[src/logic/udma_pkg.sv]
/*
 * Types and encodings shared by the uDMA stream channel.
 * Sizes count bytes but only whole words move; the low two bits are ignored.
 */
package udma_pkg;

    ////////////////////////////////////////////////////////////
    // Widths
    ////////////////////////////////////////////////////////////
    typedef logic [31:0] word_t;        // Stream and memory data word
    typedef logic [15:0] trans_size_t;  // Byte count
    typedef logic [4:0]  cfg_addr_t;    // Register index

    ////////////////////////////////////////////////////////////
    // Register map
    ////////////////////////////////////////////////////////////
    typedef enum cfg_addr_t {
        REG_RX_SADDR = 5'd0,
        REG_RX_SIZE  = 5'd1,
        REG_RX_CFG   = 5'd2,
        REG_TX_SADDR = 5'd3,
        REG_TX_SIZE  = 5'd4,
        REG_TX_CFG   = 5'd5,
        REG_STATUS   = 5'd9
    } cfg_reg_e;

    localparam int CFG_EN_BIT  = 4;  // Start bit in a CFG write
    localparam int CFG_CLR_BIT = 5;  // Abort bit, wins over start

    // Per-direction transfer state
    typedef enum logic {
        CH_IDLE,
        CH_RUN
    } chan_state_e;

endpackage

[src/logic/chan_cfg_if.sv]
/*
 * Settings and status of one transfer direction.
 * start and clear are single-cycle pulses and never high together.
 */
`timescale 1ns/1ps

interface chan_cfg_if #(
    parameter int L2AddrWidth = 12
);

    logic [L2AddrWidth-1:0] start_addr;  // First byte address
    udma_pkg::trans_size_t  size;        // Programmed size in bytes
    logic                   start;
    logic                   clear;
    logic                   busy;
    udma_pkg::trans_size_t  bytes_left;

    modport regs (
        output start_addr, size, start, clear,
        input  busy, bytes_left
    );

    modport ctrl (
        input  start_addr, size, start, clear,
        output busy, bytes_left
    );

endinterface

[src/logic/cfg_regs.sv]
/*
 * Register bank on a plain strobe bus with no handshake.
 * Writes land on the next edge; read data follows the strobe by one cycle
 * and holds until the next read. CFG registers read back as zero.
 */
`timescale 1ns/1ps

module cfg_regs #(
    parameter int L2AddrWidth = 12
) (
    input  logic                sys_clk,
    input  logic                rst_n,
    input  logic                cfg_valid_i,
    input  logic                cfg_rwn_i,
    input  udma_pkg::cfg_addr_t cfg_addr_i,
    input  udma_pkg::word_t     cfg_data_i,
    output udma_pkg::word_t     cfg_data_o,
    chan_cfg_if.regs            rx_cfg,
    chan_cfg_if.regs            tx_cfg
);

    logic            wr;
    logic            cfg_en;
    logic            cfg_clr;
    udma_pkg::word_t status;

    assign wr      = cfg_valid_i && !cfg_rwn_i;
    assign cfg_en  = cfg_data_i[udma_pkg::CFG_EN_BIT] && !cfg_data_i[udma_pkg::CFG_CLR_BIT];
    assign cfg_clr = cfg_data_i[udma_pkg::CFG_CLR_BIT];

    assign status = {tx_cfg.bytes_left, 14'd0, tx_cfg.busy, rx_cfg.busy};

    ////////////////////////////////////////////////////////////
    // Write decode
    ////////////////////////////////////////////////////////////
    always_ff @(posedge sys_clk or negedge rst_n) begin
        if (!rst_n) begin
            rx_cfg.start_addr <= '0;
            rx_cfg.size       <= '0;
            tx_cfg.start_addr <= '0;
            tx_cfg.size       <= '0;
            rx_cfg.start      <= 1'b0;
            rx_cfg.clear      <= 1'b0;
            tx_cfg.start      <= 1'b0;
            tx_cfg.clear      <= 1'b0;
        end else begin
            rx_cfg.start <= wr && (cfg_addr_i == udma_pkg::REG_RX_CFG) && cfg_en;
            rx_cfg.clear <= wr && (cfg_addr_i == udma_pkg::REG_RX_CFG) && cfg_clr;
            tx_cfg.start <= wr && (cfg_addr_i == udma_pkg::REG_TX_CFG) && cfg_en;
            tx_cfg.clear <= wr && (cfg_addr_i == udma_pkg::REG_TX_CFG) && cfg_clr;
            if (wr) begin
                case (cfg_addr_i)
                    udma_pkg::REG_RX_SADDR: rx_cfg.start_addr <= cfg_data_i[L2AddrWidth-1:0];
                    udma_pkg::REG_RX_SIZE:  rx_cfg.size       <= cfg_data_i[15:0];
                    udma_pkg::REG_TX_SADDR: tx_cfg.start_addr <= cfg_data_i[L2AddrWidth-1:0];
                    udma_pkg::REG_TX_SIZE:  tx_cfg.size       <= cfg_data_i[15:0];
                    default: ;
                endcase
            end
        end
    end

    ////////////////////////////////////////////////////////////
    // Read data
    ////////////////////////////////////////////////////////////
    always_ff @(posedge sys_clk or negedge rst_n) begin
        if (!rst_n) begin
            cfg_data_o <= '0;
        end else if (cfg_valid_i && cfg_rwn_i) begin
            case (cfg_addr_i)
                udma_pkg::REG_RX_SADDR: cfg_data_o <= udma_pkg::word_t'(rx_cfg.start_addr);
                udma_pkg::REG_RX_SIZE:  cfg_data_o <= udma_pkg::word_t'(rx_cfg.size);
                udma_pkg::REG_TX_SADDR: cfg_data_o <= udma_pkg::word_t'(tx_cfg.start_addr);
                udma_pkg::REG_TX_SIZE:  cfg_data_o <= udma_pkg::word_t'(tx_cfg.size);
                udma_pkg::REG_STATUS:   cfg_data_o <= status;
                default:                cfg_data_o <= '0;  // CFG and unmapped
            endcase
        end
    end

endmodule

[src/flat_wrapper.sv]
// flat-port wrapper written by rule: the top's interface ports become plain ports
module cfg_regs_flat 
#(
    parameter int L2AddrWidth = 12
)
  (sys_clk, rst_n, cfg_valid_i, cfg_rwn_i, cfg_addr_i, cfg_data_i, cfg_data_o, rx_cfg_start_addr, rx_cfg_size, rx_cfg_start, rx_cfg_clear, rx_cfg_busy, rx_cfg_bytes_left, tx_cfg_start_addr, tx_cfg_size, tx_cfg_start, tx_cfg_clear, tx_cfg_busy, tx_cfg_bytes_left);
  chan_cfg_if #(.L2AddrWidth(L2AddrWidth)) rx_cfg_i ();
  chan_cfg_if #(.L2AddrWidth(L2AddrWidth)) tx_cfg_i ();
  input  logic sys_clk;
  input  logic rst_n;
  input  logic cfg_valid_i;
  input  logic cfg_rwn_i;
  input  udma_pkg::cfg_addr_t cfg_addr_i;
  input  udma_pkg::word_t cfg_data_i;
  output udma_pkg::word_t cfg_data_o;
  output wire logic [$bits(rx_cfg_i.start_addr)-1:0] rx_cfg_start_addr;
  output wire logic [$bits(rx_cfg_i.size)-1:0] rx_cfg_size;
  output wire logic [$bits(rx_cfg_i.start)-1:0] rx_cfg_start;
  output wire logic [$bits(rx_cfg_i.clear)-1:0] rx_cfg_clear;
  input wire logic [$bits(rx_cfg_i.busy)-1:0] rx_cfg_busy;
  input wire logic [$bits(rx_cfg_i.bytes_left)-1:0] rx_cfg_bytes_left;
  output wire logic [$bits(tx_cfg_i.start_addr)-1:0] tx_cfg_start_addr;
  output wire logic [$bits(tx_cfg_i.size)-1:0] tx_cfg_size;
  output wire logic [$bits(tx_cfg_i.start)-1:0] tx_cfg_start;
  output wire logic [$bits(tx_cfg_i.clear)-1:0] tx_cfg_clear;
  input wire logic [$bits(tx_cfg_i.busy)-1:0] tx_cfg_busy;
  input wire logic [$bits(tx_cfg_i.bytes_left)-1:0] tx_cfg_bytes_left;
  assign rx_cfg_start_addr = rx_cfg_i.start_addr;
  assign rx_cfg_size = rx_cfg_i.size;
  assign rx_cfg_start = rx_cfg_i.start;
  assign rx_cfg_clear = rx_cfg_i.clear;
  assign rx_cfg_i.busy = rx_cfg_busy;
  assign rx_cfg_i.bytes_left = rx_cfg_bytes_left;
  assign tx_cfg_start_addr = tx_cfg_i.start_addr;
  assign tx_cfg_size = tx_cfg_i.size;
  assign tx_cfg_start = tx_cfg_i.start;
  assign tx_cfg_clear = tx_cfg_i.clear;
  assign tx_cfg_i.busy = tx_cfg_busy;
  assign tx_cfg_i.bytes_left = tx_cfg_bytes_left;
  cfg_regs #(.L2AddrWidth(L2AddrWidth)) u_core (.sys_clk(sys_clk), .rst_n(rst_n), .cfg_valid_i(cfg_valid_i), .cfg_rwn_i(cfg_rwn_i), .cfg_addr_i(cfg_addr_i), .cfg_data_i(cfg_data_i), .cfg_data_o(cfg_data_o), .rx_cfg(rx_cfg_i), .tx_cfg(tx_cfg_i));
endmodule
[config.mk]
export PLATFORM = sky130hd
export DESIGN_NAME = cfg_regs_flat
export DESIGN_NICKNAME = d
export VERILOG_FILES = /design/src/logic/udma_pkg.sv /design/src/logic/chan_cfg_if.sv /design/src/logic/cfg_regs.sv /design/src/flat_wrapper.sv
export SDC_FILE = /design/constraint.sdc
export NUM_CORES = 1
export LEC_CHECK = 0
export ABC_AREA = 1
export BUFFER_PORTS_ARGS = -buffer_cell sky130_fd_sc_hd__buf_2
export CORE_UTILIZATION = 50
export DETAILED_ROUTE_END_ITERATION = 7
export GPL_TIMING_DRIVEN = 0
export PLACE_DENSITY = 0.83
export SLEW_MARGIN = 20
export SYNTH_ARGS = -nofsm -noshare
export SYNTH_HDL_FRONTEND = slang
export SYNTH_SLANG_ARGS = --single-unit
[constraint.sdc]
create_clock -name sys_clk -period 2.6 [get_ports sys_clk]
set_clock_uncertainty 0.1 [all_clocks]
set_input_delay 0.78 -clock sys_clk [delete_from_list [all_inputs] [get_ports sys_clk]]
set_output_delay 0.78 -clock sys_clk [all_outputs]
set_load 0.01 [all_outputs]
## After elaboration in Yosys (flattened, before gate mapping)

Cells that the tools add are included.

- Register bits: 92
- Latch bits: 0
- Memory bits (writable): 0
- Memory bits (read-only): 0
- Input bits: 75
- Output and inout port bits: 92
- Word-level logic and storage cells: 32
- Memories: 0

- $add $sub $neg: 0
- Multipliers: 0
- Div/mod/pow operators: 0
- Magnitude comparators: 0
- Equality and inequality tests: 6
- Shift-type cells: 0
- Muxes and demuxes: 1
- Bitwise logic cells: 0
- Reductions and logical operators: 16

Operators with widths:

| cell | count |
|---|---|
| case mux 32 bit (5 select lines) | 1 |
| equality test 5 x 2 -> 1 bit, second input constant | 2 |
| equality test 5 x 3 -> 1 bit, second input constant | 2 |
| logical AND 1 bit | 9 |
| AND reduction 2 bit | 4 |
| equality test 5 x 1 -> 1 bit, second input constant | 1 |
| equality test 5 x 4 -> 1 bit, second input constant | 1 |
| logical NOT 5 bit | 1 |
| logical NOT 1 bit | 2 |

## Longest topological paths before layout

- Word-level depth: 4
- Mapped depth: 8
- Gate-level depth less buffers: 8

## Worst setup path after synthesis

OpenSTA, ideal clock, no wires.

- Path kind: input -> register
- Start point: in cfg_addr_i[3]
- End point: reg u_core.rx_cfg.start_addr[4]
- Library setup time: 125 ps
- Arrival: 1551 ps
- Data required time: 2375 ps
- Setup slack: 825 ps
- Stages on the path: 7
- Buffers on the path: 1
- Path through: nor2_4 -> nand2_4 -> nor2_4 -> nand2_4 -> buf_6 -> nand2_1 -> o21ai_1

- Longest elaborated chain between the ends: 2

Ends and longest elaborated chain:

| element | RTL line | source |
|---|---|---|
| start: declaration | flat_wrapper.sv:13 | `input udma_pkg::cfg_addr_t cfg_addr_i;` |
| logical NOT 5 bit | cfg_regs.sv:52 | `case (cfg_addr_i)` |
| AND reduction 2 bit (no line) | n/a |  |
| end: declaration | chan_cfg_if.sv:19 | `output start_addr, size, start, clear,` |

No other way between the ends.
A chain may end at the register's enable or synchronous reset.

## Worst setup path in the final report

- Start point: in cfg_rwn_i
- End point: reg u_core.cfg_data_o[2]

- Longest elaborated chain between the ends: 1

Ends and longest elaborated chain:

| element | RTL line | source |
|---|---|---|
| start: declaration | flat_wrapper.sv:12 | `input logic cfg_rwn_i;` |
| logical AND 1 bit | cfg_regs.sv:69 | `end else if (cfg_valid_i && cfg_rwn_i) begin` |
| end signal: assignment | cfg_regs.sv:71 | `udma_pkg::REG_RX_SADDR: cfg_data_o <= udma_pkg::word_t'(rx_cfg.start_addr);` |
| end signal: assignment | cfg_regs.sv:72 | `udma_pkg::REG_RX_SIZE: cfg_data_o <= udma_pkg::word_t'(rx_cfg.size);` |
| end signal: assignment | cfg_regs.sv:73 | `udma_pkg::REG_TX_SADDR: cfg_data_o <= udma_pkg::word_t'(tx_cfg.start_addr);` |
| end: declaration | cfg_regs.sv:17 | `output udma_pkg::word_t cfg_data_o,` |

No other way between the ends.

==> metrics <==
outcome finished, final reports clean; num rows 32; sw frac 28.5%; CTS tree done; buffers and inverters on the worst path 3; Slew Limit Fails 0; Post-Synthesis Cell Area 4070 um2; Crit path max-delay family buffers and inverters; I/O Buffers 134; sequential share of power 51.1%; initial cell density of the core 52.1%; sequential share of the synthesized area 56.6%; vias 3744; Die Ht 92.2 um; core area 7810 um2; final core occ 65.5%; CTS Hold Bufs 0; initial detailed-routing violation count 308; Pleak 2.91 nW; Clock Latency Late Sink 0.37 ns; overall routing resource usage 28.5%; Max stage delay on crit path 0.37 ns; Synth Instances 434; Worst-path clk slew 0.09 ns; placed cell area 4890 um2; placed cells 671; syn nets 509; io pins 167; Die ar. 8510 um2; RSZ-0062 raised after global routing no; DR vias/cell 5.45; Hold Path Class primary input to asynchronous set/reset pin; Syn-to-layout area delta 25.7%; number of setup buffers added after CTS 0; DP HPWL 8260 um; synth warn 0; layout cell share with drive strength beyond 1 35.4%; Synth Register Bits 92; fillcell total 662; mean area per synthesized cell 9.38 um2; PwrDens 634 nW/um2; Avg WL per Cell 17.2 um; post-layout min period 1.92 ns; final setup fails 0; relative slew slack 56.9%; hold_ws 0.333 ns; number of antenna repair diodes 0; largest net degree at the start of global routing 51; CTS Sinks 92; fin nets 655; Slowest-stage cell, CP buf_1; CTS H-tree lvls 3; first-pass detailed-route iteration total 6; internal power 2.32 mW; Worst setup SP type primary input; vias in the first global route 3579; worst slack at placement 0.337 ns; clk root buf clkbuf_8; Post-CTS Resized 0; Tightest Pin Transition 0.647 ns; CP Class primary input to flip-flop; clock power share 33.3%; grt ovf 0; Finished Cell Area 5110 um2; fin cells 687; die width 92.2 um; Worst Path Required 2.76 ns; crit-path most repeated cell nand2_1; Num CTS Buffers 9; Final ANT Viol Nets 0; routability cong. 0.899; period utilization 74.0%; first-pass GRT wire length 18300 um; Fmax 520 MHz; post-route worst setup slack 0.676 ns; maxcap violations 0; # DRC 0; CP max FO 10; Power, Total 3.24 mW; Logic pwr share 15.6%; net switching power 0.924 mW; CP Capture Type flip-flop; Cell variety after synth 25; Fin. Hold Viols 0; clk buf depth 2; setup_tns 0 ns; crit-path cells buf_2, nand2_1, clkinv_1, buf_1, o21ai_1, nand2_1; initial antenna violation count 0; critical path data arrival time 2.08 ns; drt total wl 11800 um; Max IR drop VDD 0.307 mV
cell usage after synthesis, drive strengths merged:
library cell,n,share of area [%]
a21oi,2,0.25
a22o,16,3.4
buf,19,3.8
clkbuf,3,0.28
clkinv,1,0.092
dfrtp,92,57
inv,26,2.4
nand2,153,15
nand3,17,2.2
nand4,19,2.9
nor2,18,3.4
nor3,4,0.49
o21ai,64,9.5
registers in the layout, indices dropped and copies added (netlist names):
register / cells
u_core.tx_cfg.size: 16
u_core.tx_cfg.clear: 1
u_core.tx_cfg.start_addr: 12
u_core.tx_cfg.start: 1
u_core.rx_cfg.start_addr: 12
u_core.rx_cfg.start: 1
u_core.cfg_data_o: 32
u_core.rx_cfg.size: 16
u_core.rx_cfg.clear: 1
path summary, 6_finish.rpt:
check	depth (start not counted)	endpoint	start	slack, ns
worst min register to register	2	u_core.cfg_data_o[4]$_DFFE_PN0P_	u_core.cfg_data_o[4]$_DFFE_PN0P_	0.38
max in group asynchronous	2	u_core.tx_cfg.size[7]$_DFFE_PN0P_	rst_n	1.40
worst min-delay path	1	u_core.cfg_data_o[21]$_DFFE_PN0P_	rst_n	0.33
worst max-delay path	6	u_core.cfg_data_o[2]$_DFFE_PN0P_	cfg_rwn_i	0.68
worst max register to register	4	u_core.cfg_data_o[10]$_DFFE_PN0P_	u_core.tx_cfg.size[10]$_DFFE_PN0P_	1.57
min in group sys_clk	2	u_core.cfg_data_o[4]$_DFFE_PN0P_	u_core.cfg_data_o[4]$_DFFE_PN0P_	0.38
cells in the final DEF (no fill, tap or decap), drive strengths merged:
master    synthesis  final
o21ai            64     64
nand2           153    153
dfrtp            92     92
a21oi             2      2
nand3            17     17
clkinvlp          0      1
clkinv            1      3
nor2             18     18
bufinv            0      2
buf              19    154
nor3              4      4
clkbuf            3     13
inv              26     27
nand4            19     19
a22o             16     16
power by group through the flow:
stage	clock (mW)	combinational, mW	sequential (mW)
finish	1.08	0.507	1.66
global route	1.15	0.556	1.67
CTS	1.09	0.509	1.65
detailed placement	0	0.508	1.68
global placement	0	0.486	1.68
floorplan	0	0.186	1.73
cells by family (layout without fill, tap and decap cells):
| logic type | after synthesis | after routing | share of synthesized area [%] |
|---|---|---|---|
| buf+inv | 49 | 200 | 6.52 |
| compound gates | 82 | 82 | 13.2 |
| simple gates | 211 | 211 | 23.7 |
| flops | 92 | 92 | 56.6 |
layer usage:
layer  global-route usage [%]  vias to the layer above  part of all wire (%)
met5                        0                        -                     0
met4                     9.38                        0                   2.0
met3                     6.72                       28                   8.8
met2                     47.5                      219                    49
met1                     36.7                     1767                    40
li1                         -                     1730                     -
cell type report:
class | count | area (um2) | area share [%]
Clock buffer | 10 | 138 | 2.69
Multi-Input combinational cell | 293 | 1500 | 29.4
Timing Repair Buffer | 135 | 693 | 13.6
Inverter | 27 | 101 | 1.98
Tap cell | 102 | 128 | 2.50
Sequential cell | 92 | 2300 | 45.0
Buffer | 22 | 164 | 3.20
Clock inverter | 6 | 86.3 | 1.69
(Power assumes the default switching activity.)
