**src/logic/udma_pkg.sv**
```systemverilog
/*
 * Types and encodings shared by the uDMA stream channel.
 * Sizes count bytes but only whole words move; the low two bits are ignored.
 */
package udma_pkg;

    ////////////////////////////////////////////////////////////
    // Widths
    ////////////////////////////////////////////////////////////
    typedef logic [31:0] word_t;        // Stream and memory data word
    typedef logic [15:0] trans_size_t;  // Byte count
    typedef logic [4:0]  cfg_addr_t;    // Register index

    ////////////////////////////////////////////////////////////
    // Register map
    ////////////////////////////////////////////////////////////
    typedef enum cfg_addr_t {
        REG_RX_SADDR = 5'd0,
        REG_RX_SIZE  = 5'd1,
        REG_RX_CFG   = 5'd2,
        REG_TX_SADDR = 5'd3,
        REG_TX_SIZE  = 5'd4,
        REG_TX_CFG   = 5'd5,
        REG_STATUS   = 5'd9
    } cfg_reg_e;

    localparam int CFG_EN_BIT  = 4;  // Start bit in a CFG write
    localparam int CFG_CLR_BIT = 5;  // Abort bit, wins over start

    // Per-direction transfer state
    typedef enum logic {
        CH_IDLE,
        CH_RUN
    } chan_state_e;

endpackage

```
**src/logic/tx_streamer.sv**
```systemverilog
/*
 * Two-entry output buffer behind the synchronous memory read.
 * room_o counts a read in flight as taken, so in-flight plus held never
 * exceeds two. A flush drops everything, including a read in flight.
 */
`timescale 1ns/1ps

module tx_streamer (
    input  logic            sys_clk,
    input  logic            rst_n,
    input  logic            fetch_i,
    input  udma_pkg::word_t rd_data_i,
    input  logic            flush_i,
    input  logic            tx_ready_i,
    output logic            tx_valid_o,
    output udma_pkg::word_t tx_data_o,
    output logic            room_o,
    output logic            accept_o,
    output logic            drained_o
);

    udma_pkg::word_t buf_q [2];
    logic [1:0]      count_q;     // Held words
    logic            inflight_q;  // Read data arrives this cycle
    logic            wr_ptr_q;
    logic            rd_ptr_q;

    assign tx_valid_o = (count_q != 2'd0);
    assign tx_data_o  = buf_q[rd_ptr_q];
    assign accept_o   = tx_valid_o && tx_ready_i;
    assign room_o     = (2'(inflight_q) + count_q) < 2'd2;
    assign drained_o  = (count_q == 2'd0) && !inflight_q;

    always_ff @(posedge sys_clk or negedge rst_n) begin
        if (!rst_n) begin
            count_q    <= 2'd0;
            inflight_q <= 1'b0;
            wr_ptr_q   <= 1'b0;
            rd_ptr_q   <= 1'b0;
        end else if (flush_i) begin
            count_q    <= 2'd0;
            inflight_q <= 1'b0;
            wr_ptr_q   <= 1'b0;
            rd_ptr_q   <= 1'b0;
        end else begin
            inflight_q <= fetch_i;
            count_q    <= count_q + 2'(inflight_q) - 2'(accept_o);
            if (inflight_q) begin
                wr_ptr_q <= !wr_ptr_q;
            end
            if (accept_o) begin
                rd_ptr_q <= !rd_ptr_q;
            end
        end
    end

    // Arriving word never lands on the presented entry
    always_ff @(posedge sys_clk) begin
        if (inflight_q) begin
            buf_q[wr_ptr_q] <= rd_data_i;
        end
    end

    a_tx_hold: assert property (
        @(posedge sys_clk) disable iff (!rst_n || flush_i)
        tx_valid_o && !tx_ready_i |=> tx_valid_o && $stable(tx_data_o)
    );

endmodule

```
**config.mk**
```make
export PLATFORM = sky130hd
export DESIGN_NAME = tx_streamer
export DESIGN_NICKNAME = d
export VERILOG_FILES = /design/src/logic/udma_pkg.sv /design/src/logic/tx_streamer.sv
export SDC_FILE = /design/constraint.sdc
export NUM_CORES = 1
export LEC_CHECK = 0
export BUFFER_PORTS_ARGS = -buffer_cell sky130_fd_sc_hd__buf_4
export CAP_MARGIN = 20
export CORE_UTILIZATION = 38
export CTS_CLUSTER_DIAMETER = 40
export DETAILED_ROUTE_END_ITERATION = 7
export PLACE_DENSITY_LB_ADDON = 0.1
export RECOVER_POWER = 100
export SYNTH_ARGS = -nofsm -noshare
export SYNTH_HDL_FRONTEND = slang
export SYNTH_SLANG_ARGS = --single-unit
export TNS_END_PERCENT = 1
```
**constraint.sdc**
```tcl
create_clock -name sys_clk -period 2.8 [get_ports sys_clk]
set_input_delay 0.14 -clock sys_clk [delete_from_list [all_inputs] [get_ports sys_clk]]
set_output_delay 0.14 -clock sys_clk [all_outputs]
set_load 0.1 [all_outputs]
```
# [After elaboration in Yosys (flattened, before gate mapping)]
# Memories as Yosys holds them, arrays and structs flattened.
# Index checks and enable logic that the tools add are counted.
[op_classes] n_addsub=2 magnitude_cmp=1 mux=8 reduce_logical=9
[ops] cell="$mux 1" count=7
[ops] cell="$reduce_bool 2->1" count=3
[ops] cell="$logic_not 1->1" count=3
[ops] cell="$add 2x1->2" count=1
[ops] cell="$logic_and 1x1->1" count=2
[ops] cell="$logic_not 2->1" count=1
[ops] cell="$lt 2x2->1 const B" count=1
[ops] cell="$mux 2" count=1
[ops] cell="$sub 2x1->2" count=1
[totals] register_bits=5 ramBits=64 inputBits=37 output_inout_bits=36 wordCells=25 memories=1
[memory_table] memory="buf_q" depth=2 word_bits=32 read_ports=1 rd_ports_with_merged_regs=0 write_ports=1 line="tx_streamer.sv:22" source="udma_pkg::word_t buf_q [2];"

# [Logic depth before layout (Yosys ltp)]
# Gate-level depths: netlist of run 1.
[depth] word_depth=4 mapped_depth=5 mapped_depth_nobuf=5

# [Worst setup path before layout of run 1]
# OpenSTA, ideal clock, no wires.
[synth_timing] kind="reg-to-reg" startpoint="register inflight_q" endpoint="register count_q[1]" setup_time_ns=0.127 arrival_ns=2.651 required_ns=2.673 setup_slack_ns=0.022 path_stages_with_launch=4 path_buffers=0 period_less_slack_ns=2.778 path_cell_list="dfrtp_1 > ha_1 > xnor2_1 > mux2_2"
[synth_via] elab_chain_cells=3
[synth_rtl] item="start, declared" line="tx_streamer.sv:24" source="logic inflight_q;"
[synth_rtl] item="start signal, assigned" line="tx_streamer.sv:46" source="inflight_q <= fetch_i;"
[synth_rtl] item="$add 2x1->2" line="tx_streamer.sv:47" source="count_q <= count_q + 2'(inflight_q) - 2'(accept_o);"
[synth_rtl] item="$sub 2x1->2" line="tx_streamer.sv:47"
[synth_rtl] item="$mux 2" line="tx_streamer.sv:40" source="end else if (flush_i) begin"
[synth_rtl] item="end signal, assigned" line="tx_streamer.sv:47"
[synth_rtl] item="end, declared" line="tx_streamer.sv:23" source="logic [1:0] count_q;"
# No other way between the ends.
# A chain may end at the register's enable or synchronous reset.

# [Worst setup path in the final report of run 1]
[layout_timing] startpoint="register rd_ptr_q" endpoint="output tx_data_o[2]"
[layout_via] elab_chain_cells=1
[layout_rtl] item="start, declared" line="tx_streamer.sv:26" source="logic rd_ptr_q;"
[layout_rtl] item="start signal, assigned" line="tx_streamer.sv:52" source="rd_ptr_q <= !rd_ptr_q;"
[layout_rtl] item="$mem_v2 2x32"
[layout_rtl] item="end, declared" line="tx_streamer.sv:16" source="output udma_pkg::word_t tx_data_o,"
# No other way between the ends.

==> impl_metrics.py, run 1 <==
metrics = {
    "status": {
        "status": "finished, violations left",
        "violations": "DRC, capacitance limit, slew limit",
    },
    "pwr": {
        "p_leak_nw": 1.361,
        "ir_drop_mv": 0.7617,
        "powerDensity_nw_per_um2": 1021,
        "power_mw": 3.711,
    },
    "cts": {
        "cts_resized": 0,
        "cts.sinks": 69,
        "cts_buffers": 9,
        "cts_buffer_depth": 2,
        "root_buffer": "clkbuf_8",
        "clock_latency_ns": 0.33,
        "clkTransAtPathRegs_ns": 0.07,
        "htree_levels": 3,
        "cts_tree": "built",
    },
    "grt": {
        "grt_pass1_wl_mm": 7.803,
        "grt_pass1_vias": 1644,
        "grt_remaining_overflow": 0,
        "grt.total_usage_pct": 14.83,
        "antenna_found_initial": 0,
        "grt_max_degree": 33,
    },
    "critical_path": {
        "worstRegToRegCells": 1,
        "crit_type": "flop to primary output",
        "setup.worst_path.start_class": "flop",
        "max_stage_delay_ns": 0.87,
        "endpoint_kind": "primary output",
        "path_cells": "mux2_2 > clkbuf_1",
        "worstPathRequired_ns": 2.66,
        "worst-path-buf-inv": 1,
        "cp_slowest_cell": "clkbuf_1",
        "cp_max_fo": 11,
        "crit_family": "buffers and inverters",
        "arrival_ns": 2.11,
        "cp.depth": 2,
    },
    "route": {
        "routed_wl_mm": 4.791,
        "vias": 1443,
        "ant_nets": 0,
        "vias_per_cell": 4.509,
        "wl_per_cell_um": 14.97,
        "drtIter0Drc": 75,
        "drc": 4,
        "dr.pass1.iters": 8,
    },
    "logic_synthesis": {
        "netlist_instances": 124,
        "syn_nets": 163,
        "synthesis.area_um2": 2600,
        "ys_seq_area_share_pct": 78.73,
        "avgSynthCellArea_um2": 20.97,
        "synth_commonest_cells": "64 x edfxtp_1, 32 x mux2_2, 5 x dfrtp_1, 5 x nor2_1, 4 x buf_6",
        "synth_adder_area_share_pct": 0.9625,
        "synth_top_area_cell": "edfxtp_1",
        "synth_ff_type": "edfxtp_1",
        "synth_area_leaders": "edfxtp_1 74%, mux2_2 14%, dfrtp_1 4.8%",
        "synth-compound-area-share_pct": 0.2887,
        "synth-seq-cells": 69,
        "synth.distinct_cells": 14,
        "synthSimpleGateAreaFrac_pct": 2.454,
        "synth.yosys.warnings": 0,
        "synth_top_cell_area_share_pct": 73.92,
        "synth_top_family_by_area": "multiplexers",
        "synth.area.mux_share_pct": 15.01,
        "ys_async_sr_fraction_pct": 7.246,
        "synth_xor_area_share_pct": 0.6737,
        "synth_edf_count": 64,
        "synth.most_common_cell": "edfxtp_1",
    },
    "sta": {
        "fmax_mhz": 443.9,
        "worst_pin_slew_ns": 1.667,
        "holdWs_ns": 0.04306,
        "max_slew_margin_pct": -11.63,
        "finalCritPeriodShare_pct": 80.46,
        "fin_worst_skew_ns": 0.008303,
        "finalWorstSetupSlack_ns": 0.5472,
        "hold_viol": 0,
        "layout_min_cycle_time_ns": 2.253,
        "maxSlewViolCount": 66,
        "rsz0062_at_grt": "no",
        "final-setup-viol-count": 0,
        "setup-tns-final_ns": 0,
    },
    "die": {
        "start_util_pct": 40.26,
        "core_um2": 6459,
        "dieWidth_um": 84.72,
        "rows": 29,
        "die_area_um2": 7177,
        "io_pins": 73,
        "die_y_um": 84.72,
    },
    "layout": {
        "fin_nets": 277,
        "area_delta_synth_final_pct": 39.85,
        "final_layout_size_suffix_gt1_share_pct": 44.03,
        "stdcell_area_um2": 3636,
        "diodes": 0,
    },
    "placement": {
        "gp_congestion": 0.7531,
        "preCtsSetupSlack_ns": 1.112,
        "placement.io_buffers": 72,
        "dpl_cell_area_um2": 3221,
        "place_hpwl_mm": 3.045,
    },
    "worst_hold_path": {
        "hold_class": "input port to flop",
        "worst_hold_path.num_cells": 2,
    },
    "run": {
        "drv_cap": 2,
    },
}
through the flow:
stage          utilization, %  cells
4_1_cts                 58.41    320
2_1_floorplan               -    124
3_3_place_gp            49.86    270
5_1_grt                 56.30    320
3_5_place_dp            49.86    270
6_report                56.30    320
repair_timing:
item	4_1_cts	5_1_grt
buffers inserted	0	0
hold buffers	34	0
endpoints found under the hold margin	71	0
cell type report:
type | count | area, um2
Fill cell | 542 | 2823
Sequential cell | 69 | 2047
Timing Repair Buffer | 107 | 770.7
Multi-Input combinational cell | 50 | 506.7
Clock buffer | 13 | 168.9
Tap cell | 77 | 96.34
Clock inverter | 3 | 42.54
Inverter | 1 | 3.754
power by group:
part / internal, mW / leakage [nW] / switching [mW]
Clock: 0.483 / 0.106 / 0.342
Sequential: 1.19 / 0.654 / 0.0490
Combinational: 0.340 / 0.601 / 1.31
Total: 2.01 / 1.36 / 1.70
sequential cells by signal, summed over array words and instances (netlist names):
register    cells
inflight_q      1
rd_ptr_q        1
count_q         2
wr_ptr_q        1
buf_q          64
worst paths after layout:
path	slack (ns)	to	from
max	0.55	tx_data_o[2]	rd_ptr_q
min in group asynchronous	0.19	count_q[0]	rst_n
min reg2reg	0.59	wr_ptr_q	wr_ptr_q
min	0.04	inflight_q	fetch_i
max reg2reg	0.64	buf_q[0][31]	inflight_q
max in group asynchronous	2.39	count_q[1]	rst_n
placed cells by master (no fill, tap or decap), drive strengths merged:
| cell type | count |
|---|---|
| and2 | 1 |
| and2b | 3 |
| buf | 3 |
| bufinv | 1 |
| clkbuf | 83 |
| clkinv | 1 |
| clkinvlp | 1 |
| dfrtp | 5 |
| dlygate4sd3 | 34 |
| edfxtp | 64 |
| ha | 2 |
| inv | 1 |
| mux2 | 34 |
| nor2 | 5 |
| nor2b | 1 |
| o21a | 1 |
| or2 | 1 |
| xnor2 | 2 |
cells by family after synthesis:
logic type / Yosys count
muxes: 34
adders and majority gates: 2
and+or+nand+nor: 11
xor gates and xnor gates: 2
AOI/OAI and AO/OA: 1
DFF: 69
buffers and inverters: 5
metal layers:
metal	global-route usage [%]	vias up	part of all wire, %
li1	-	704	-
met2	26.16	44	52
met4	7.396	0	1.7
met5	0	-	0
met1	16.12	687	41
met3	4.621	8	5.3
No activity file was read; power rests on OpenSTA's default activity.
==> inputs of run 2 (changes only) <==
clock period = 2.15 ns   (was 2.8 ns; I/O delays follow)
==> run 2 against run 1 <==
  * The run now ends clean
  * Critical endpoint is now tx_data_o[29]
  * Non-clock buffer count increased by 3
  * Critical path depth increased by 1
  * Via count increased by 2.0%
  * Routed wire length decreased by 6.4%
  * Global-route usage decreased by 0.63 points
  * Power increased by 30%
  * Final cell count increased by 0.94%
  * Worst hold slack improved by 0.12 ns
  * Flip-flop and latch count unchanged
  * Clock power increased by 21%
  * First-iteration DRC count increased by 9.3%
  * Clock skew decreased by 0.0025 ns
==> impl_metrics.py, run 2 (same netlist as run 1, synthesis figures left out) <==
metrics = {
    "status": {
        "status": "finished clean",
    },
    "grt": {
        "grt_max_degree": 33,
        "grt_pass1_vias": 1581,
        "antenna_found_initial": 0,
        "grt_pass1_wl_mm": 7.569,
        "grt_remaining_overflow": 0,
        "grt.total_usage_pct": 14.20,
    },
    "placement": {
        "preCtsSetupSlack_ns": 0.6040,
        "dp.cells": 272,
        "place_hpwl_mm": 3.055,
        "gp_congestion": 0.7003,
        "placement.io_buffers": 72,
    },
    "route": {
        "dr.pass1.iters": 6,
        "vias": 1472,
        "routed_wl_mm": 4.486,
        "vias_per_cell": 4.557,
        "drc": 0,
        "drtIter0Drc": 82,
        "ant_nets": 0,
        "wl_per_cell_um": 13.89,
    },
    "critical_path": {
        "worst-path-buf-inv": 2,
        "worstRegToRegCells": 2,
        "r2r_start": "inflight_q",
        "max_stage_delay_ns": 0.45,
        "cpMostUsedCell": "clkbuf_4",
        "arrival_ns": 1.83,
        "cp_max_fo": 32,
        "r2r-end": "buf_q[0][29]",
        "worstPathRequired_ns": 2.04,
        "crit_type": "flop to primary output",
        "setup.worst_path.start_class": "flop",
        "r2r_slack_ns": 0.44,
        "path_cells": "clkbuf_4 > mux2_2 > clkbuf_4",
        "cp_slowest_cell": "clkbuf_4",
        "endpoint_kind": "primary output",
        "crit_family": "buffers and inverters",
    },
    "die": {
        "die_area_um2": 7177,
        "io_pins": 73,
        "rows": 29,
        "core_um2": 6459,
        "die_y_um": 84.72,
        "dieWidth_um": 84.72,
        "start_util_pct": 40.26,
    },
    "sta": {
        "finalCritPeriodShare_pct": 90.09,
        "finalWorstSetupSlack_ns": 0.2132,
        "final-setup-viol-count": 0,
        "hold_viol": 0,
        "holdWs_ns": 0.1660,
        "setup-tns-final_ns": 0,
        "fmax_mhz": 516.3,
        "fin_worst_skew_ns": 0.005775,
        "max_slew_margin_pct": 44.53,
        "layout_min_cycle_time_ns": 1.937,
        "rsz0062_at_grt": "no",
        "worst_pin_slew_ns": 0.8283,
        "maxSlewViolCount": 0,
    },
    "layout": {
        "layout_common_cells": "64 x edfxtp_1, 55 x clkbuf_4, 35 x dlygate4sd3_1",
        "stdcell_count": 323,
        "largest_register_ffs": 64,
        "final_layout_size_suffix_gt1_share_pct": 48.78,
        "area_delta_synth_final_pct": 43.36,
        "layout_commonest_cell": "edfxtp_1",
        "num-fill-cells": 510,
        "diodes": 0,
        "regMostFlops": "buf_q",
        "fin_nets": 280,
        "top_regs": "buf_q x64, count_q x2",
    },
    "cts": {
        "cts_buffer_depth": 2,
        "clock_latency_ns": 0.33,
        "cts_buffers": 9,
        "clkTransAtPathRegs_ns": 0.07,
        "cts.sinks": 69,
        "cts_tree": "built",
        "htree_levels": 3,
        "root_buffer": "clkbuf_8",
        "cts_setup_buffers": 0,
    },
    "worst_hold_path": {
        "hold_class": "input port to async pin",
    },
    "pwr": {
        "ir_drop_mv": 1.408,
        "powerDensity_nw_per_um2": 1297,
        "p_leak_nw": 1.396,
    },
    "run": {
        "drv_cap": 0,
    },
}
[run 2: cell count changes in the layout (fill, tap and decap cells not counted), sizes merged]
cell / previous run / this run
dlygate4sd3: 34 / 35
clkinvlp: 1 / 4
clkbuf: 83 / 80
buf: 3 / 5
[run 2: per-stage QoR]
step | power [mW] | utilization, % | area [um2]
CTS | 4.949 | 58.79 | 3797
floorplan | 3.520 | - | 2608
finish | 4.833 | 57.71 | 3727
global placement | 3.866 | 50.41 | 3256
global route | 5.006 | 57.71 | 3727
detailed placement | 3.894 | 50.41 | 3256
[run 2: where the power goes]
group / internal (mW) / leakage, nW / switching (mW)
Clock: 0.531 / 0.0822 / 0.467
Combinational: 0.528 / 0.659 / 1.73
Sequential: 1.54 / 0.654 / 0.0359
[run 2: area by class of cell]
class / count / area [um2] / share of cell area, %
inverters: 1 / 3.754 / 0.1007
clock buffers: 10 / 127.6 / 3.424
clock inverters: 6 / 63.81 / 1.712
well taps: 77 / 96.34 / 2.585
flip-flops and latches: 69 / 2047 / 54.92
repair buffers: 110 / 873.3 / 23.43
multi-input cells: 50 / 515.5 / 13.83
[run 2: timing repair]
item,4_1_cts,5_1_grt
endpoints found under the hold margin,72,0
gates resized for setup,0,0
hold buffers,35,0
[run 2: how the worst max path moves through the flow]
stage,end,startpoint,cells past startpoint,slack [ns]
floorplan,drained_o,count_q[1],2,-0.21
detailed placement,count_q[1],inflight_q,5,0.60
global route,tx_data_o[10],rd_ptr_q,3,0.12
global placement,count_q[1],inflight_q,5,0.67
finish,tx_data_o[29],rd_ptr_q,3,0.21
CTS,tx_data_o[29],rd_ptr_q,3,0.27
[run 2: metal layers]
layer  vias to the layer above  routed length [um]  track usage, %
met5                         -                   0               0
met4                         0                  67           5.547
met3                         6                 235           5.703
met2                        46                2202           23.50
met1                       712                1980           16.63
li1                        708                   -               -
[run 2: worst reg2reg max path: cells and delay by family (launching register included)]
family                 cells  cell delay (ns)
and+or+nand+nor            1             0.72
DFF                        1             0.43
buffers and inverters      1             0.25
