File: config.mk
export PLATFORM = sky130hd
export DESIGN_NAME = chan_ctrl_flat
export DESIGN_NICKNAME = d
export VERILOG_FILES = /design/src/logic/udma_pkg.sv /design/src/logic/chan_cfg_if.sv /design/src/logic/l2_if.sv /design/src/logic/chan_ctrl.sv /design/src/flat_wrapper.sv
export SDC_FILE = /design/constraint.sdc
export NUM_CORES = 1
export LEC_CHECK = 0
export BUFFER_PORTS_ARGS = -buffer_cell sky130_fd_sc_hd__buf_4
export CELL_PAD_IN_SITES_DETAIL_PLACEMENT = 1
export CELL_PAD_IN_SITES_GLOBAL_PLACEMENT = 1
export CORE_AREA = 4 4 122 124
export CTS_BUF_LIST = sky130_fd_sc_hd__clkbuf_4 sky130_fd_sc_hd__clkbuf_8 sky130_fd_sc_hd__clkbuf_16
export DETAILED_ROUTE_END_ITERATION = 7
export DIE_AREA = 0 0 126 128
export GPL_ROUTABILITY_DRIVEN = 0
export GPL_TIMING_DRIVEN = 0
export PLACE_DENSITY_LB_ADDON = 0.1
export SETUP_SLACK_MARGIN = 0.02
export SLEW_MARGIN = 0
export SYNTH_ARGS = -nofsm -noshare
export SYNTH_HDL_FRONTEND = slang
export SYNTH_SLANG_ARGS = --single-unit
File: constraint.sdc
create_clock -name sys_clk -period 3.1 [get_ports sys_clk]
set_clock_uncertainty 0.15 [all_clocks]
set_input_delay 0.62 -clock sys_clk [delete_from_list [all_inputs] [get_ports sys_clk]]
set_output_delay 0.62 -clock sys_clk [all_outputs]
set_load 0.01 [all_outputs]
File: src/logic/udma_pkg.sv
/*
 * Types and encodings shared by the uDMA stream channel.
 * Sizes count bytes but only whole words move; the low two bits are ignored.
 */
package udma_pkg;

    ////////////////////////////////////////////////////////////
    // Widths
    ////////////////////////////////////////////////////////////
    typedef logic [31:0] word_t;        // Stream and memory data word
    typedef logic [15:0] trans_size_t;  // Byte count
    typedef logic [4:0]  cfg_addr_t;    // Register index

    ////////////////////////////////////////////////////////////
    // Register map
    ////////////////////////////////////////////////////////////
    typedef enum cfg_addr_t {
        REG_RX_SADDR = 5'd0,
        REG_RX_SIZE  = 5'd1,
        REG_RX_CFG   = 5'd2,
        REG_TX_SADDR = 5'd3,
        REG_TX_SIZE  = 5'd4,
        REG_TX_CFG   = 5'd5,
        REG_STATUS   = 5'd9
    } cfg_reg_e;

    localparam int CFG_EN_BIT  = 4;  // Start bit in a CFG write
    localparam int CFG_CLR_BIT = 5;  // Abort bit, wins over start

    // Per-direction transfer state
    typedef enum logic {
        CH_IDLE,
        CH_RUN
    } chan_state_e;

endpackage

File: src/logic/chan_cfg_if.sv
/*
 * Settings and status of one transfer direction.
 * start and clear are single-cycle pulses and never high together.
 */
`timescale 1ns/1ps

interface chan_cfg_if #(
    parameter int L2AddrWidth = 12
);

    logic [L2AddrWidth-1:0] start_addr;  // First byte address
    udma_pkg::trans_size_t  size;        // Programmed size in bytes
    logic                   start;
    logic                   clear;
    logic                   busy;
    udma_pkg::trans_size_t  bytes_left;

    modport regs (
        output start_addr, size, start, clear,
        input  busy, bytes_left
    );

    modport ctrl (
        input  start_addr, size, start, clear,
        output busy, bytes_left
    );

endinterface

File: src/logic/l2_if.sv
/*
 * Local memory ports, one word write and one word read per cycle.
 * Read data comes back one cycle after rd_en, outside this bundle.
 */
`timescale 1ns/1ps

interface l2_if #(
    parameter int L2AddrWidth = 12
);

    logic                   wr_en;
    logic [L2AddrWidth-1:0] wr_addr;
    udma_pkg::word_t        wr_data;
    logic                   rd_en;
    logic [L2AddrWidth-1:0] rd_addr;

    modport ctrl (
        output wr_en, wr_addr, wr_data, rd_en, rd_addr
    );

    modport mem (
        input  wr_en, wr_addr, wr_data, rd_en, rd_addr
    );

endinterface

File: src/logic/chan_ctrl.sv
/*
 * RX and TX transfer control. A start is taken only while idle and with
 * at least one whole word; a clear drops the direction to idle without eot.
 * TX reads run ahead of the output by at most two words.
 */
`timescale 1ns/1ps

module chan_ctrl #(
    parameter int L2AddrWidth = 12
) (
    input  logic            sys_clk,
    input  logic            rst_n,
    chan_cfg_if.ctrl        rx_cfg,
    chan_cfg_if.ctrl        tx_cfg,
    input  logic            rx_valid_i,
    input  udma_pkg::word_t rx_data_i,
    output logic            rx_ready_o,
    l2_if.ctrl              mem,
    input  logic            tx_room_i,
    input  logic            tx_accept_i,
    input  logic            tx_drained_i,
    output logic            tx_flush_o,
    output logic            evt_eot_o
);

    localparam udma_pkg::trans_size_t WordBytes = 16'd4;

    udma_pkg::chan_state_e  rx_state_q;
    logic [L2AddrWidth-1:0] rx_addr_q;
    udma_pkg::trans_size_t  rx_left_q;
    logic                   rx_fire;
    logic                   rx_last;

    udma_pkg::chan_state_e  tx_state_q;
    logic [L2AddrWidth-1:0] tx_addr_q;    // Next read address
    udma_pkg::trans_size_t  tx_issue_q;   // Bytes not yet read
    udma_pkg::trans_size_t  tx_left_q;    // Bytes not yet accepted
    logic                   tx_last;

    ////////////////////////////////////////////////////////////
    // RX: stream into memory
    ////////////////////////////////////////////////////////////
    assign rx_ready_o = (rx_state_q == udma_pkg::CH_RUN);
    assign rx_fire    = rx_valid_i && rx_ready_o;
    assign rx_last    = rx_fire && (rx_left_q == WordBytes);

    assign mem.wr_en   = rx_fire;            // Written on the accepting edge
    assign mem.wr_addr = rx_addr_q;
    assign mem.wr_data = rx_data_i;

    assign rx_cfg.busy       = rx_ready_o;
    assign rx_cfg.bytes_left = rx_left_q;

    always_ff @(posedge sys_clk or negedge rst_n) begin
        if (!rst_n) begin
            rx_state_q <= udma_pkg::CH_IDLE;
            rx_addr_q  <= '0;
            rx_left_q  <= '0;
        end else if (rx_cfg.clear) begin
            rx_state_q <= udma_pkg::CH_IDLE;
            rx_left_q  <= '0;
        end else begin
            case (rx_state_q)
                udma_pkg::CH_IDLE: begin
                    if (rx_cfg.start && (rx_cfg.size[15:2] != '0)) begin
                        rx_state_q <= udma_pkg::CH_RUN;
                        rx_addr_q  <= rx_cfg.start_addr;
                        rx_left_q  <= {rx_cfg.size[15:2], 2'b00};  // Whole words only
                    end
                end
                udma_pkg::CH_RUN: begin
                    if (rx_fire) begin
                        rx_addr_q <= rx_addr_q + L2AddrWidth'(4);
                        rx_left_q <= rx_left_q - WordBytes;
                    end
                    if (rx_last) begin
                        rx_state_q <= udma_pkg::CH_IDLE;
                    end
                end
                default: rx_state_q <= udma_pkg::CH_IDLE;
            endcase
        end
    end

    ////////////////////////////////////////////////////////////
    // TX: memory reads toward the streamer
    ////////////////////////////////////////////////////////////
    assign mem.rd_en   = (tx_state_q == udma_pkg::CH_RUN) && (tx_issue_q != '0) &&
                         tx_room_i && !tx_cfg.clear;
    assign mem.rd_addr = tx_addr_q;
    assign tx_flush_o  = tx_cfg.clear;   // Drop held and in-flight words
    assign tx_last     = tx_accept_i && (tx_state_q == udma_pkg::CH_RUN) &&
                         (tx_left_q == WordBytes);

    assign tx_cfg.busy       = (tx_state_q == udma_pkg::CH_RUN);
    assign tx_cfg.bytes_left = tx_left_q;

    always_ff @(posedge sys_clk or negedge rst_n) begin
        if (!rst_n) begin
            tx_state_q <= udma_pkg::CH_IDLE;
            tx_addr_q  <= '0;
            tx_issue_q <= '0;
            tx_left_q  <= '0;
        end else if (tx_cfg.clear) begin
            tx_state_q <= udma_pkg::CH_IDLE;
            tx_issue_q <= '0;
            tx_left_q  <= '0;
        end else begin
            case (tx_state_q)
                udma_pkg::CH_IDLE: begin
                    if (tx_cfg.start && tx_drained_i && (tx_cfg.size[15:2] != '0)) begin
                        tx_state_q <= udma_pkg::CH_RUN;
                        tx_addr_q  <= tx_cfg.start_addr;
                        tx_issue_q <= {tx_cfg.size[15:2], 2'b00};
                        tx_left_q  <= {tx_cfg.size[15:2], 2'b00};
                    end
                end
                udma_pkg::CH_RUN: begin
                    if (mem.rd_en) begin
                        tx_addr_q  <= tx_addr_q + L2AddrWidth'(4);
                        tx_issue_q <= tx_issue_q - WordBytes;
                    end
                    if (tx_accept_i) begin
                        tx_left_q <= tx_left_q - WordBytes;
                    end
                    if (tx_last) begin
                        tx_state_q <= udma_pkg::CH_IDLE;
                    end
                end
                default: tx_state_q <= udma_pkg::CH_IDLE;
            endcase
        end
    end

    // One pulse covers both directions finishing together
    always_ff @(posedge sys_clk or negedge rst_n) begin
        if (!rst_n) begin
            evt_eot_o <= 1'b0;
        end else begin
            evt_eot_o <= (rx_last && !rx_cfg.clear) || (tx_last && !tx_cfg.clear);
        end
    end

    // A read goes out only with at most one word read but not yet accepted
    a_tx_read_bound: assert property (
        @(posedge sys_clk) disable iff (!rst_n)
        mem.rd_en |-> (tx_left_q - tx_issue_q) <= WordBytes
    );

endmodule

File: src/flat_wrapper.sv
// flat-port wrapper written by rule: the top's interface ports become plain ports
module chan_ctrl_flat 
#(
    parameter int L2AddrWidth = 12
)
  (sys_clk, rst_n, rx_valid_i, rx_data_i, rx_ready_o, tx_room_i, tx_accept_i, tx_drained_i, tx_flush_o, evt_eot_o, rx_cfg_start_addr, rx_cfg_size, rx_cfg_start, rx_cfg_clear, rx_cfg_busy, rx_cfg_bytes_left, tx_cfg_start_addr, tx_cfg_size, tx_cfg_start, tx_cfg_clear, tx_cfg_busy, tx_cfg_bytes_left, mem_wr_en, mem_wr_addr, mem_wr_data, mem_rd_en, mem_rd_addr);
  chan_cfg_if #(.L2AddrWidth(L2AddrWidth)) rx_cfg_i ();
  chan_cfg_if #(.L2AddrWidth(L2AddrWidth)) tx_cfg_i ();
  l2_if #(.L2AddrWidth(L2AddrWidth)) mem_i ();
  input  logic sys_clk;
  input  logic rst_n;
  input  logic rx_valid_i;
  input  udma_pkg::word_t rx_data_i;
  output logic rx_ready_o;
  input  logic tx_room_i;
  input  logic tx_accept_i;
  input  logic tx_drained_i;
  output logic tx_flush_o;
  output logic evt_eot_o;
  input wire logic [$bits(rx_cfg_i.start_addr)-1:0] rx_cfg_start_addr;
  input wire logic [$bits(rx_cfg_i.size)-1:0] rx_cfg_size;
  input wire logic [$bits(rx_cfg_i.start)-1:0] rx_cfg_start;
  input wire logic [$bits(rx_cfg_i.clear)-1:0] rx_cfg_clear;
  output wire logic [$bits(rx_cfg_i.busy)-1:0] rx_cfg_busy;
  output wire logic [$bits(rx_cfg_i.bytes_left)-1:0] rx_cfg_bytes_left;
  input wire logic [$bits(tx_cfg_i.start_addr)-1:0] tx_cfg_start_addr;
  input wire logic [$bits(tx_cfg_i.size)-1:0] tx_cfg_size;
  input wire logic [$bits(tx_cfg_i.start)-1:0] tx_cfg_start;
  input wire logic [$bits(tx_cfg_i.clear)-1:0] tx_cfg_clear;
  output wire logic [$bits(tx_cfg_i.busy)-1:0] tx_cfg_busy;
  output wire logic [$bits(tx_cfg_i.bytes_left)-1:0] tx_cfg_bytes_left;
  output wire logic [$bits(mem_i.wr_en)-1:0] mem_wr_en;
  output wire logic [$bits(mem_i.wr_addr)-1:0] mem_wr_addr;
  output wire logic [$bits(mem_i.wr_data)-1:0] mem_wr_data;
  output wire logic [$bits(mem_i.rd_en)-1:0] mem_rd_en;
  output wire logic [$bits(mem_i.rd_addr)-1:0] mem_rd_addr;
  assign rx_cfg_i.start_addr = rx_cfg_start_addr;
  assign rx_cfg_i.size = rx_cfg_size;
  assign rx_cfg_i.start = rx_cfg_start;
  assign rx_cfg_i.clear = rx_cfg_clear;
  assign rx_cfg_busy = rx_cfg_i.busy;
  assign rx_cfg_bytes_left = rx_cfg_i.bytes_left;
  assign tx_cfg_i.start_addr = tx_cfg_start_addr;
  assign tx_cfg_i.size = tx_cfg_size;
  assign tx_cfg_i.start = tx_cfg_start;
  assign tx_cfg_i.clear = tx_cfg_clear;
  assign tx_cfg_busy = tx_cfg_i.busy;
  assign tx_cfg_bytes_left = tx_cfg_i.bytes_left;
  assign mem_wr_en = mem_i.wr_en;
  assign mem_wr_addr = mem_i.wr_addr;
  assign mem_wr_data = mem_i.wr_data;
  assign mem_rd_en = mem_i.rd_en;
  assign mem_rd_addr = mem_i.rd_addr;
  chan_ctrl #(.L2AddrWidth(L2AddrWidth)) u_core (.sys_clk(sys_clk), .rst_n(rst_n), .rx_cfg(rx_cfg_i), .tx_cfg(tx_cfg_i), .rx_valid_i(rx_valid_i), .rx_data_i(rx_data_i), .rx_ready_o(rx_ready_o), .mem(mem_i), .tx_room_i(tx_room_i), .tx_accept_i(tx_accept_i), .tx_drained_i(tx_drained_i), .tx_flush_o(tx_flush_o), .evt_eot_o(evt_eot_o));
endmodule
Word-level counts from Yosys, hierarchy flattened
Index checks and enable logic that the tools add are counted.
Widths: inputs -> output; s select.
Operators by class
  $add $sub $neg: 5
  reduce and logical (&&, ||, !) cells: 23
  bitwise operators: 4
  equal/unequal tests: 11
  multiplexer cells: 25
Operator list (number)
  $mux 16: 8
  $pmux 16 s2: 3
  $mux 12: 4
  $pmux 12 s2: 2
  $sub 16x3->16 const B: 3
  $eq 16x3->1 const B: 2
  $reduce_bool 14->1: 2
  $add 12x3->12 const B: 2
  $reduce_bool 16->1: 1
  $logic_and 1x1->1: 12
  $ne 3x3->1 const B: 3
  $mux 1: 6
  $ne 3x2->1 const B: 2
  $reduce_and 2->1: 3
  $reduce_and 3->1: 2
  $ne 2x1->1 const B: 2
  $ne 2x2->1 const B: 2
  $not 1->1: 4
  $pmux 1 s2: 2
  $logic_not 1->1: 2
  $logic_or 1x1->1: 1
Storage, ports and cells
  word-level logic and storage cells: 76
  output and inout port bits: 95
  bits in registers: 75

Longest topological paths before layout
  word-level depth: 7
  depth in mapped cells: 8
  depth with buffers taken out: 8

Least setup slack after synthesis
OpenSTA, ideal clock, no wires.
  path kind: register to output
  from: register u_core.tx_issue_q[2]
  to: output port mem_rd_en
  setup slack: 0.570 ns
  stages on the path, launching flop included: 7
  data required time: 2.330 ns
  path buffers: 0
  arrival: 1.760 ns
  path through: dfrtp_1 inv_1 ha_1 or4b_1 o41a_4 nand2_1 inv_1
Between the ends
  cells in the longest elaborated chain, start to end: 4
Ends and longest elaborated chain
  from (decl): RTL line chan_ctrl.sv:36  | udma_pkg::trans_size_t tx_issue_q;
  from (signal assigned): RTL line chan_ctrl.sv:114  | tx_issue_q <= {tx_cfg.size[15:2], 2'b00};
  from (signal assigned): RTL line chan_ctrl.sv:121  | tx_issue_q <= tx_issue_q - WordBytes;
  $reduce_bool 16->1: RTL line chan_ctrl.sv:88  | assign mem.rd_en = (tx_state_q == udma_pkg::CH_RUN) && (tx_issue_q != '0) &&
  $logic_and 1x1->1 (2 in a row): RTL line chan_ctrl.sv:88
  $logic_and 1x1->1: RTL line chan_ctrl.sv:89  | tx_room_i && !tx_cfg.clear;
  to (decl): RTL line flat_wrapper.sv:35  | output wire logic [$bits(mem_i.rd_en)-1:0] mem_rd_en;
No other way between the ends.

Final worst setup path
Ends and elaborated chain as after synthesis.

==> results.toml <==
[global_routing]
grtUsageMet3 = 0.0375
busiest_layer = "met2"
track_usage = 0.214
grt_pass1_vias = 5293
antenna_found_initial = 0
use_met1 = 0.283
grt_pass1_wl_mm = 27.8
grt-ovfl-total = 0
grt_max_degree = 70
met2_usage = 0.354

[logic_synthesis]
synth_warnings = 0
synth_cell_types = 72
synth-edff-count = 0
syn_inst = 556
ys_seq_area_frac = 0.364
syn_area_per_cell_um2 = 8.54
synth_top_area_frac = 0.364
yosysTopAreaCell = "dfrtp_1"
synth_area_um2 = 4750
synth-async-reset-ratio = 1.00
ys_top_cells_by_area = "dfrtp_1 (36%), buf_4 (6.2%), nand2_1 (4.3%), nor2_1 (4.0%), o21ai_0 (3.8%)"
synth_ff_type = "dfrtp_1"
ys_ff_latch = 69

[floorplanning]
die-area_um2 = 16100
die_x_um = 126
rows = 43
core-area_um2 = 13800
die_h_um = 128
io_pins = 193
start_util = 0.345

[power_and_ir_drop]
cellPowerDensity_nw_per_um2 = 515
power.leakage_nw = 2.97
power.share.clock = 0.304
switching_share = 0.345
power_switching_w = 0.00115
seqPwrFrac = 0.367
internal_power_w = 0.00217
ir_worst_vdd_uv = 234
fin_total_pwr_w = 0.00332
pwr-share-comb = 0.328

[flow_run]
timing.max_cap.violations = 0

[clock_network]
clk_pin_slew_ps = 60
cts_tree = "done"
cts.path.max_buffers = 2
cts_htree_levels = 3
cts_buffers = 9
clkLatencyLatePin_ps = 340
cts-root-buf = "clkbuf_16"
numClockSinks = 69

[critical_path]
path_max_fanout = 2
critical-path-slowest-cell = "or4b_4"
max_stage_delay_ps = 470
path_class = "reg2out"
cp_top_family = "simple AND/OR/NAND/NOR gates"
path_buf_inv = 3
cp.arrival_ps = 2210
worstSetupStartpointType = "flip-flop"
critPathCaptureType = "output pin"
worstPathCellList = "inv_1, ha_1, or4b_4, o41a_4, nand2_8, clkinvlp_4, buf_4"
required_ps = 2330

[status]
outcome = "completed"

[routing]
drc = 0
initialDrtViolationCount = 289
drtAntennaViolNets = 0
drtPass1Iterations = 5
vias_per_cell = 5.62
vias = 5109
routed_wl_mm = 17.6
avgRoutedWirePerCell_um = 19.4

[timing]
rsz0062_at_grt = "no"
fmax_mhz = 336
finalSetupViolCount = 0
tightest_slew_ps = 1010
drv_slew = 0
fin_crit_sh = 0.960
slew_headroom = 0.328
period_needed_ps = 2980
final.setup.tns_ps = 0
hold_violations = 0

[finish]
n_fill_cell = 1638
finalNetCount = 830
layout_commonest_cell = "buf_4"
syn2layout_area_growth_pct = 35.9
diodes = 0
final_util = 0.468
layout-drive-gt1-share = 0.333
most-common-layout-cells = "buf_4 (193), dfrtp_1 (69), nand2_1 (54)"

[placement]
dp_hpwl_mm = 13.4
portBuffers = 149

[min_path]
worstHoldPathType = "in2async"
kinds of logic (layout without fill, tap and decap cells):
kind of cell,count (synthesis),count (layout),synth area share
AO/OA/AOI/OAI,158,158,0.238
other,1,4,0.000790
buffers and inverters,84,254,0.107
adder cells (fa/ha/maj),8,8,0.0211
AND/OR/NAND/NOR,219,219,0.234
multiplexers,12,12,0.0264
flip-flops,69,69,0.364
XOR/XNOR,5,5,0.00923
area by class of cell:
cell class	instances	area, µm²	share of cell area
Multi-Input combinational cell	406	2540	0.394
Sequential cell	69	1730	0.268
Timing Repair Buffer	154	1160	0.179
Buffer	61	420	0.0652
Clock buffer	15	283	0.0438
Tap cell	180	225	0.0349
Inverter	23	90.1	0.0140
Clock inverter	1	5.00	0.000776
metal layers:
layer	vias up	share of wire
met5	-	0
met4	0	0.019
met3	26	0.065
met2	189	0.48
met1	2527	0.44
li1	2367	-
metrics by stage:
stage,cell area (µm²),std cells,setup WS [ps],hold slack [ps]
2_1_floorplan,4760,559,570,174
3_3_place_gp,6100,888,23.9,319
3_5_place_dp,6100,888,15.6,331
4_1_cts,6450,909,35.7,321
5_1_grt,6450,909,77.9,322
6_report,6450,909,124,285
power groups by stage:
| stage | sequential, W | clock (W) | combinational (W) |
|---|---|---|---|
| finish | 0.00122 | 0.00101 | 0.00109 |
| global route | 0.00124 | 0.00108 | 0.00120 |
| CTS | 0.00122 | 0.00103 | 0.00109 |
| detailed placement | 0.00123 | 0 | 0.00107 |
| global placement | 0.00122 | 0 | 0.00105 |
| floorplan | 0.00123 | 0 | 0.000562 |
cell usage after synthesis, types with 4 or more instances:
cell type and n:
or2_2 5, a211oi_1 9, nand2_1 55, nand4_1 10, buf_4 39, nor2b_1 6, o21ai_0 36, o311ai_0 9
or3_1 4, ha_1 8, dfrtp_1 69, o22ai_1 8, inv_1 22, or4_1 7, mux2i_1 8, a21oi_1 30
mux2_2 4, and3_1 9, nor4_1 9, o21a_1 6, a31oi_1 5, a221oi_1 7, nor2_1 50, nor3b_1 5
clkbuf_1 14, nor3_1 16, o211ai_1 8, o31ai_1 4, nand3_1 21
what timing repair did:
item                       4_1_cts  5_1_grt
setup endpoints to repair        1        1
resized for setup                5        0
hold buffers                     0        0
pin swaps                        1        1
buffers inserted                 5        0
flip-flops by register name (all words and copies together) (netlist names):
signal                    cells
u_core.evt_eot_o              1
u_core.mem.rd_addr           12
u_core.mem.wr_addr           12
u_core.rx_cfg.busy            1
u_core.rx_cfg.bytes_left     14
u_core.tx_cfg.busy            1
u_core.tx_cfg.bytes_left     14
u_core.tx_issue_q            14
final timing paths:
path	slack (ps)	startpoint	end	depth (start not counted)
min reg2reg	330	u_core.mem.wr_addr[0]$_DFFE_PN0P_	u_core.mem.wr_addr[0]$_DFFE_PN0P_	2
max reg2reg	270	u_core.tx_issue_q[2]$_DFFE_PN0P_	u_core.mem.rd_addr[10]$_DFFE_PN0P_	9
min	280	rst_n	u_core.mem.wr_addr[11]$_DFFE_PN0P_	1
max	120	u_core.tx_issue_q[2]$_DFFE_PN0P_	mem_rd_en	7
max in group asynchronous	1900	rst_n	u_core.tx_issue_q[2]$_DFFE_PN0P_	1
min in group sys_clk	320	rx_cfg_start_addr[1]	u_core.mem.wr_addr[1]$_DFFE_PN0P_	3
Note: power is estimated with default switching activity, not from simulation.
